$ cat src/hdl/cp0_regs_pkg.sv
// ------------------------------------------------
// CP0 register bank definitions: register indices,
// field bit positions and the live status/cause view
// handed from the bank to the exception arbiter.
// ------------------------------------------------

package cp0_regs_pkg;

	// register index as seen on the move-to/from-CP0 path
	typedef logic [4:0] cp0_addr_t;
	// one register value
	typedef logic [31:0] cp0_word_t;

	// implemented register indices
	localparam cp0_addr_t CP0_BADVADDR = 5'd8;
	localparam cp0_addr_t CP0_COUNT = 5'd9;
	localparam cp0_addr_t CP0_COMPARE = 5'd11;
	localparam cp0_addr_t CP0_STATUS = 5'd12;
	localparam cp0_addr_t CP0_CAUSE = 5'd13;
	localparam cp0_addr_t CP0_EPC = 5'd14;
	// select 1 of index 15, select itself is not decoded
	localparam cp0_addr_t CP0_EBASE = 5'd15;

	// status fields
	localparam int STATUS_IE = 0;
	localparam int STATUS_EXL = 1;
	localparam int STATUS_IM_LO = 8;
	localparam int STATUS_IM_HI = 15;

	// cause fields
	localparam int CAUSE_IP_LO = 8;
	localparam int CAUSE_IP_HI = 15;
	// timer interrupt pending
	localparam int CAUSE_IP7 = 15;
	localparam int CAUSE_EXC_LO = 2;
	localparam int CAUSE_EXC_HI = 6;

	// live state the arbiter looks at every cycle
	typedef struct packed {
		cp0_word_t status;
		cp0_word_t cause;
	} cp0_view_t;

	// true for an index backed by a register in the bank
	function automatic logic cp0_implemented(input cp0_addr_t idx);
		case (idx)
			CP0_BADVADDR, CP0_COUNT, CP0_COMPARE, CP0_STATUS,
			CP0_CAUSE, CP0_EPC, CP0_EBASE: return 1'b1;
			default: return 1'b0;
		endcase
	endfunction

endpackage

$ cat src/hdl/exc_pkg.sv
// ------------------------------------------------
// Exception definitions shared by the core input,
// the arbiter stage register and the redirect output.
// ------------------------------------------------

package exc_pkg;

	typedef logic [4:0] exc_code_t;
	// virtual address or restart address
	typedef logic [31:0] vaddr_t;
	// one bit per interrupt line, IP0..IP7
	typedef logic [7:0] exc_ip_t;

	// exception codes, same encoding as Cause.ExcCode
	localparam exc_code_t EC_INT = 5'd0;
	localparam exc_code_t EC_ADEL = 5'd4;
	localparam exc_code_t EC_ADES = 5'd5;
	localparam exc_code_t EC_SYS = 5'd8;
	localparam exc_code_t EC_BP = 5'd9;
	localparam exc_code_t EC_RI = 5'd10;
	localparam exc_code_t EC_OV = 5'd12;
	// not architectural, marks an eret travelling down the pipe
	localparam exc_code_t EC_ERET = 5'd31;

	// general exception vector, added to the ebase page
	localparam vaddr_t VEC_OFFSET = 32'h0000_0180;

	// 78 bits, core request and arbiter stage register
	typedef struct packed {
		logic valid;
		exc_code_t code;
		exc_ip_t ip;
		vaddr_t epc;
		vaddr_t badvaddr;
	} exc_req_t;

	// 33 bits, one-cycle jump request back to the core
	typedef struct packed {
		logic valid;
		vaddr_t dest;
	} redirect_t;

endpackage

$ cat src/hdl/apb_cp0_port.sv
// ------------------------------------------------
// APB completer for the move-to/from-CP0 path.
// Turns transfers into bank write strobes and reads,
// and stalls the access phase behind an exception.
// ------------------------------------------------

`timescale 1ns/1ps

module apb_cp0_port (
	input logic clk,
	input logic rst,
	input logic psel,
	input logic penable,
	input logic pwrite,
	input logic [31:0] paddr,
	input cp0_regs_pkg::cp0_word_t pwdata,
	output cp0_regs_pkg::cp0_word_t prdata,
	output logic pready,
	output logic pslverr,
	// bank side
	output logic wr_en,
	output cp0_regs_pkg::cp0_addr_t wr_addr,
	output cp0_regs_pkg::cp0_word_t wr_data,
	output cp0_regs_pkg::cp0_addr_t rd_addr,
	input cp0_regs_pkg::cp0_word_t rd_data,
	// exception in flight in the bank stage
	input logic stall
);

	import cp0_regs_pkg::*;

	// IDLE: nothing outstanding
	// SETUP: setup phase seen, first access cycle due now
	// ACCESS: an access cycle was held, still waiting
	typedef enum logic [1:0] {
		IDLE,
		SETUP,
		ACCESS
	} apb_state_t;

	apb_state_t state;
	apb_state_t next_state;
	cp0_addr_t idx;
	logic idx_ok;
	logic access;
	logic xfer_done;

	// word index sits in paddr[6:2], anything outside that window is unmapped
	assign idx = paddr[6:2];
	assign idx_ok = (paddr[31:7] == '0) && (paddr[1:0] == 2'b00) && cp0_implemented(idx);

	assign access = psel && penable;

	// only back-pressure is an exception sitting in the stage register
	assign pready = !(access && stall);

	// completing edge, but only once per transfer
	assign xfer_done = access && pready && (state != IDLE);

	always_comb begin
		next_state = state;
		case (state)
			IDLE: begin
				if (psel && !penable)
					next_state = SETUP;
			end
			SETUP, ACCESS: begin
				if (!psel || xfer_done)
					next_state = IDLE;
				else if (access)
					next_state = ACCESS;
			end
			default: next_state = IDLE;
		endcase
	end

	always_ff @(posedge clk) begin
		if (rst)
			state <= IDLE;
		else
			state <= next_state;
	end

	// write lands in the bank on the completing edge
	assign wr_en = xfer_done && pwrite && idx_ok;
	assign wr_addr = idx;
	assign wr_data = pwdata;

	// read returns the value before the edge, zero for unmapped
	assign rd_addr = idx;
	assign prdata = idx_ok ? rd_data : '0;
	assign pslverr = access && !idx_ok;

endmodule

$ cat src/hdl/exc_arbiter.sv
// ------------------------------------------------
// Exception arbiter, first pipeline stage.
// Merges core exceptions, external pins and the timer
// into one registered request for the CP0 bank.
// ------------------------------------------------

`timescale 1ns/1ps

module exc_arbiter #(
	// at most six, mapped to IP2 and up
	parameter int N_HW_INT = 6
) (
	input logic clk,
	input logic rst,
	input exc_pkg::exc_req_t core_exc,
	// restart address recorded when an interrupt is taken
	input exc_pkg::vaddr_t int_epc,
	input logic [N_HW_INT-1:0] hw_int,
	input cp0_regs_pkg::cp0_view_t view,
	output exc_pkg::exc_req_t stage
);

	import cp0_regs_pkg::*;
	import exc_pkg::*;

	logic [5:0] hw_ip;
	exc_ip_t pending;
	exc_ip_t masked;
	logic int_ok;

	// spread the pins over the six hardware lines
	always_comb begin
		hw_ip = '0;
		hw_ip[N_HW_INT-1:0] = hw_int;
	end

	// timer shares IP7 with the last hardware line
	// software bits IP1:0 never raise an interrupt
	assign pending = {hw_ip[5] | view.cause[CAUSE_IP7], hw_ip[4:0], 2'b00};

	assign masked = pending & view.status[STATUS_IM_HI:STATUS_IM_LO];

	// no interrupt while in exception level or with one already queued
	assign int_ok = (|masked) &&
		view.status[STATUS_IE] &&
		!view.status[STATUS_EXL] &&
		!stage.valid;

	always_ff @(posedge clk) begin
		if (rst) begin
			stage.valid <= 1'b0;
		end else if (core_exc.valid) begin
			// synchronous exception or eret wins over interrupts
			stage <= core_exc;
			// core's own ip field is ignored
			stage.ip <= pending;
		end else if (int_ok) begin
			stage.valid <= 1'b1;
			stage.code <= EC_INT;
			stage.ip <= pending;
			stage.epc <= int_epc;
			stage.badvaddr <= '0;
		end else begin
			stage.valid <= 1'b0;
		end
	end

endmodule

$ cat src/hdl/cp0_regs.sv
// ------------------------------------------------
// CP0 register bank, second pipeline stage.
// Holds the exception registers and count/compare timer,
// applies exception entry and eret from the stage
// register, and raises a one-cycle redirect.
// ------------------------------------------------

`timescale 1ns/1ps

module cp0_regs (
	input logic clk,
	input logic rst,
	input exc_pkg::exc_req_t stage,
	// move-to-CP0 write port
	input logic wr_en,
	input cp0_regs_pkg::cp0_addr_t wr_addr,
	input cp0_regs_pkg::cp0_word_t wr_data,
	// move-from-CP0 read port, combinational
	input cp0_regs_pkg::cp0_addr_t rd_addr,
	output cp0_regs_pkg::cp0_word_t rd_data,
	output cp0_regs_pkg::cp0_view_t view,
	output exc_pkg::redirect_t redirect
);

	import cp0_regs_pkg::*;
	import exc_pkg::*;

	cp0_word_t badvaddr;
	cp0_word_t count;
	cp0_word_t compare;
	cp0_word_t status;
	cp0_word_t cause;
	cp0_word_t epc;
	cp0_word_t ebase;

	logic timer_hit;
	logic cmp_wr;
	vaddr_t vector;

	// compare of zero never fires
	assign timer_hit = (count == compare) && (compare != '0);

	// exceptions take priority, so a write only counts without one
	assign cmp_wr = wr_en && !stage.valid && (wr_addr == CP0_COMPARE);

	// kseg-style top bits, ebase page plus general offset
	assign vector = {2'b10, ebase[29:12], 12'h000} + VEC_OFFSET;

	always_ff @(posedge clk) begin
		if (rst) begin
			badvaddr <= '0;
			count <= '0;
			compare <= '0;
			status <= '0;
			cause <= '0;
			epc <= '0;
			ebase <= '0;
			redirect.valid <= 1'b0;
		end else begin
			count <= count + 32'd1;
			// redirect is a single-cycle pulse
			redirect.valid <= 1'b0;

			if (stage.valid) begin
				redirect.valid <= 1'b1;
				if (stage.code == EC_ERET) begin
					status[STATUS_EXL] <= 1'b0;
					redirect.dest <= epc;
				end else begin
					redirect.dest <= vector;
					// nested entry leaves all state alone and only jumps
					if (!status[STATUS_EXL]) begin
						epc <= stage.epc;
						badvaddr <= stage.badvaddr;
						// software bits IP1:0 keep their stored value
						cause[CAUSE_IP_HI:CAUSE_IP_LO+2] <= stage.ip[7:2];
						cause[CAUSE_EXC_HI:CAUSE_EXC_LO] <= stage.code;
						status[STATUS_EXL] <= 1'b1;
					end
				end
			end else if (wr_en) begin
				case (wr_addr)
					CP0_BADVADDR: badvaddr <= wr_data;
					CP0_COUNT: count <= wr_data;
					CP0_COMPARE: begin
						compare <= wr_data;
						// acknowledges the timer interrupt
						cause[CAUSE_IP7] <= 1'b0;
					end
					CP0_STATUS: status <= wr_data;
					CP0_CAUSE: cause <= wr_data;
					CP0_EPC: epc <= wr_data;
					CP0_EBASE: ebase <= wr_data;
					default: ;
				endcase
			end

			// a match sets IP7 unless compare is being rewritten this edge
			if (timer_hit && !cmp_wr)
				cause[CAUSE_IP7] <= 1'b1;
		end
	end

	always_comb begin
		case (rd_addr)
			CP0_BADVADDR: rd_data = badvaddr;
			CP0_COUNT: rd_data = count;
			CP0_COMPARE: rd_data = compare;
			CP0_STATUS: rd_data = status;
			CP0_CAUSE: rd_data = cause;
			CP0_EPC: rd_data = epc;
			CP0_EBASE: rd_data = ebase;
			default: rd_data = '0;
		endcase
	end

	assign view.status = status;
	assign view.cause = cause;

endmodule

$ cat src/hdl/cp0_top.sv
// ------------------------------------------------
// CP0 exception subsystem top level.
// APB register port, exception arbiter and register
// bank, two cycles from event to redirect.
// ------------------------------------------------

`timescale 1ns/1ps

module cp0_top #(
	parameter int N_HW_INT = 6
) (
	input logic clk,
	input logic rst,
	// APB completer
	input logic psel,
	input logic penable,
	input logic pwrite,
	input logic [31:0] paddr,
	input cp0_regs_pkg::cp0_word_t pwdata,
	output cp0_regs_pkg::cp0_word_t prdata,
	output logic pready,
	output logic pslverr,
	// core exception side
	input exc_pkg::exc_req_t core_exc,
	input exc_pkg::vaddr_t int_epc,
	input logic [N_HW_INT-1:0] hw_int,
	output exc_pkg::redirect_t redirect
);

	import cp0_regs_pkg::*;
	import exc_pkg::*;

	exc_req_t stage;
	cp0_view_t view;
	logic wr_en;
	cp0_addr_t wr_addr;
	cp0_word_t wr_data;
	cp0_addr_t rd_addr;
	cp0_word_t rd_data;

	apb_cp0_port i_apb (
		.clk(clk),
		.rst(rst),
		.psel(psel),
		.penable(penable),
		.pwrite(pwrite),
		.paddr(paddr),
		.pwdata(pwdata),
		.prdata(prdata),
		.pready(pready),
		.pslverr(pslverr),
		.wr_en(wr_en),
		.wr_addr(wr_addr),
		.wr_data(wr_data),
		.rd_addr(rd_addr),
		.rd_data(rd_data),
		// hold APB off while an exception is being applied
		.stall(stage.valid)
	);

	exc_arbiter #(
		.N_HW_INT(N_HW_INT)
	) i_arb (
		.clk(clk),
		.rst(rst),
		.core_exc(core_exc),
		.int_epc(int_epc),
		.hw_int(hw_int),
		.view(view),
		.stage(stage)
	);

	cp0_regs i_regs (
		.clk(clk),
		.rst(rst),
		.stage(stage),
		.wr_en(wr_en),
		.wr_addr(wr_addr),
		.wr_data(wr_data),
		.rd_addr(rd_addr),
		.rd_data(rd_data),
		.view(view),
		.redirect(redirect)
	);

endmodule

$ cat config.mk
export PLATFORM = sky130hd
export DESIGN_NAME = cp0_top
export DESIGN_NICKNAME = d
export VERILOG_FILES = /design/src/hdl/cp0_regs_pkg.sv /design/src/hdl/exc_pkg.sv /design/src/hdl/apb_cp0_port.sv /design/src/hdl/exc_arbiter.sv /design/src/hdl/cp0_regs.sv /design/src/hdl/cp0_top.sv
export SDC_FILE = /design/constraint.sdc
export NUM_CORES = 1
export LEC_CHECK = 0
export ABC_AREA = 1
export BUFFER_PORTS_ARGS = -buffer_cell sky130_fd_sc_hd__buf_2
export CAP_MARGIN = 30
export CORE_UTILIZATION = 56
export DETAILED_ROUTE_END_ITERATION = 8
export PLACE_DENSITY = 0.79
export SLEW_MARGIN = 40
export SYNTH_ARGS = -nofsm -noshare
export SYNTH_HDL_FRONTEND = slang
export SYNTH_SLANG_ARGS = --single-unit
$ cat constraint.sdc
create_clock -name clk -period 6.51 [get_ports clk]
set_input_delay 1.302 -clock clk [delete_from_list [all_inputs] [get_ports clk]]
set_output_delay 1.302 -clock clk [all_outputs]
set_load 0.1 [all_outputs]
==> results.md <==
- Startpoint types: input pin
- Initial antenna violation count: 0
- Post-synthesis register bit count: 335
- Crit path time final: between 5 and 6 ns
- Worst-Margin Slew: about 0.9 ns
- Crit path max fanout: 14
- Fin cells: 2,746
- Worst EP arrival: between 4 and 5 ns
- GP Congestion: 0.979
- Nets: 2,529
- Largest net degree at the start of global routing: 79
- Port Buf Inserts: 243
- DIE WIDTH: 172 um
- Commonest non-fill, non-tap cell in the layout: nand2_1
- Final wirelength: 53.4 mm
- Latest clock arrival within the worst-skew pair: between 0.5 and 0.6 ns
- Via density: a little under 6
- Starting Density: 0.577
- Syn-to-layout area delta: 16.8%
- Max_cap viols: 0
- Peak VDD IR: 0.187 mV
- DIE AREA: between 20,000 and 30,000 um2
- Pwr/cell area: 254 nW/um2
- Diodes inserted: 0
- Area post-placement: about 18,000 um2
- Design area: 18,900 um2
- CTS clk-pin slew, worst paths: 0.06 ns
- Mapped cell area: 16,200 um2
- Clk sink count: 335
- CP cell instances: buf_2, inv_1, nand2_1, inv_2, nand2_1, inv_1, nand2_1, inv_1, buf_4, a22oi_1, a41oi_1, buf_2
- Syn_area_per_cell: between 7 and 8 um2
- Fin crit share: 0.827
- Top post-synthesis cells by area: dfxtp_1, edfxtp_1, nand2_1
- Share of layout cells above drive strength 1: 0.152
- P_leak: between 8 and 9 nW
- Clk_skew: about 0.028 ns
- Max stage delay on crit path: approximately 0.64 ns
- Synth top area share: 0.282
- First-pass iteration count of the detailed router: 6
- Commonest non-fill, non-tap cells in the layout: nand2_1, nor2_1, buf_2
- Post-synth ARST share: 0
- Status: finished, final reports clean
- Synth Area in Simple Gates: 0.237
- Dominant combinational cell family by area after synthesis: simple AND/OR/NAND/NOR gates
- Vias in the first global route: around 15,000
- Min-Delay Path Class: flip-flop to flip-flop
- CTS tree: done
- Antenna Nets Post-Route: 0
- Fmax: 0.186 GHz
- Sequential fraction of the synthesis area: 0.480
- Setup Buffers After CTS: 0
- Vias: 15,900
- Endpoints failing setup: 0
- Crit path kind: input pin to output pin
- Adder-Cell Fraction of Synth Area: 0.00309
- Site row count: 61
- Post-synth cell types: 42
- CP Capture Type: output pin
- Most used flip-flop cell after synthesis: dfxtp_1
- Hold_buf cts: 0
- Routed len/inst: about 20 um
- Compound-gate portion of the synthesized area: 0.169
- Synth Area in XOR/XNOR: 0.0276
- Root buf cell: clkbuf_16
- Initial DRC count: 2,020
- CP required: 5.21 ns
- Synth area leader: dfxtp_1
- H-tree levels: 2
- Mapped Nets: between 2,000 and 2,500
- Grt ovf: 0
- Post-synthesis cell count: 2,154
- TNS Setup: 0 ns
- DRC violations left: 0
- Number of flops mapped to enable cells by yosys: 107
- Unrepaired setup endpoints after global routing: false
- Ports: 252
- Slew HR: 0.410
- YS warnings: 0
- Placed cells: 2,679
- Mux contribution to synthesized area: 0
- TritonCTS Buffers: 36
- Slowest cell on the critical path: inv_1
- Cts repair resizes: 0
- Core Box Area: 28,100 um2
- Slew Limit Fails: 0
- First-pass GRT wire length: 82.0 mm
- Longest Clk Path Bufs: 3
- Final hold violations: 0
- Global Route Usage Sum: 0.366
- DP HPWL: between 30 and 40 mm
- Die Ht: 172 um
worst paths after layout:
path	start	slack, ns	end	depth (start not counted)
setup / recovery	paddr[6]	1.13	prdata[22]	12
hold / removal	i_regs.cause[1]$_SDFFE_PP0P_	0.46	i_regs.cause[1]$_SDFFE_PP0P_	2
setup reg to reg	i_apb.state[0]$_SDFFE_PP0P_	3.62	i_regs.epc[11]$_SDFFE_PP0P_	13
hold reg to reg	i_regs.cause[1]$_SDFFE_PP0P_	0.46	i_regs.cause[1]$_SDFFE_PP0P_	2
worst max-delay path, delay by kind of cell:
kind,cells,cell delay (ns)
AO/OA/AOI/OAI,2,0.48
buffers and inverters,7,1.75
AND/OR/NAND/NOR,3,0.54
area by class of cell:
| cell class | count | area (um2) |
|---|---|---|
| clock buffer | 48 | 1020 |
| inverter | 218 | 822 |
| tap | 378 | 473 |
| multi-input combinational | 1476 | 7110 |
| timing repair buffer | 273 | 1500 |
| sequential | 335 | 7780 |
| fill | 2472 | 9160 |
| clock inverter | 18 | 228 |
cells by family (layout without fill, tap and decap cells):
kind of cell / after synthesis / after routing
buffers and inverters: 343 / 557
adders and majority gates: 4 / 4
DFF: 335 / 335
AOI/OAI and AO/OA: 461 / 461
and+or+nand+nor: 960 / 960
xor gates and xnor gates: 51 / 51
registers in the layout, summed over array words and instances (netlist names):
name             flops
i_regs.cause        32
i_regs.compare      32
i_regs.epc          32
i_regs.ebase        32
i_regs.badvaddr     32
i_regs.count        32
i_arb.stage         76
i_regs.redirect     33
i_apb.state          2
i_regs.status       32
report_power, final:
group | switching (mW) | internal (mW)
sequential | 0.0264 | 2.22
clock | 0.852 | 1.30
combinational | 0.291 | 0.115
total | 1.17 | 3.64
per-layer routing:
metal / vias up / track usage / part of all wire / wire length [um]
li1: 7482 / - / - / -
met1: 7269 / 0.506 / 0.41 / 22100
met5: - / 0 / 0 / 0
met3: 126 / 0.100 / 0.12 / 6580
met4: 0 / 0.138 / 0.034 / 1800
met2: 1017 / 0.543 / 0.43 / 22900
per-stage QoR:
stage	util	total power, mW	hold WS [ns]	worst slack (ns)
3_3_place_gp	0.626	2.67	0.444	1.28
2_1_floorplan	-	2.52	0.433	0.606
3_5_place_dp	0.629	2.68	0.448	1.25
4_1_cts	0.673	4.80	0.460	1.24
5_1_grt	0.674	4.95	0.479	1.06
6_report	0.674	4.81	0.465	1.13
cell usage after synthesis (34+ instances only):
cell type,n
inv_1,210
clkbuf_1,83
a221oi_1,34
xor2_1,47
dfxtp_1,228
nor2_1,282
edfxtp_1,107
a211oi_1,56
o21ai_0,143
a21oi_1,149
nand2_1,566
nand3_1,54
No activity file was read; power rests on OpenSTA's default activity.
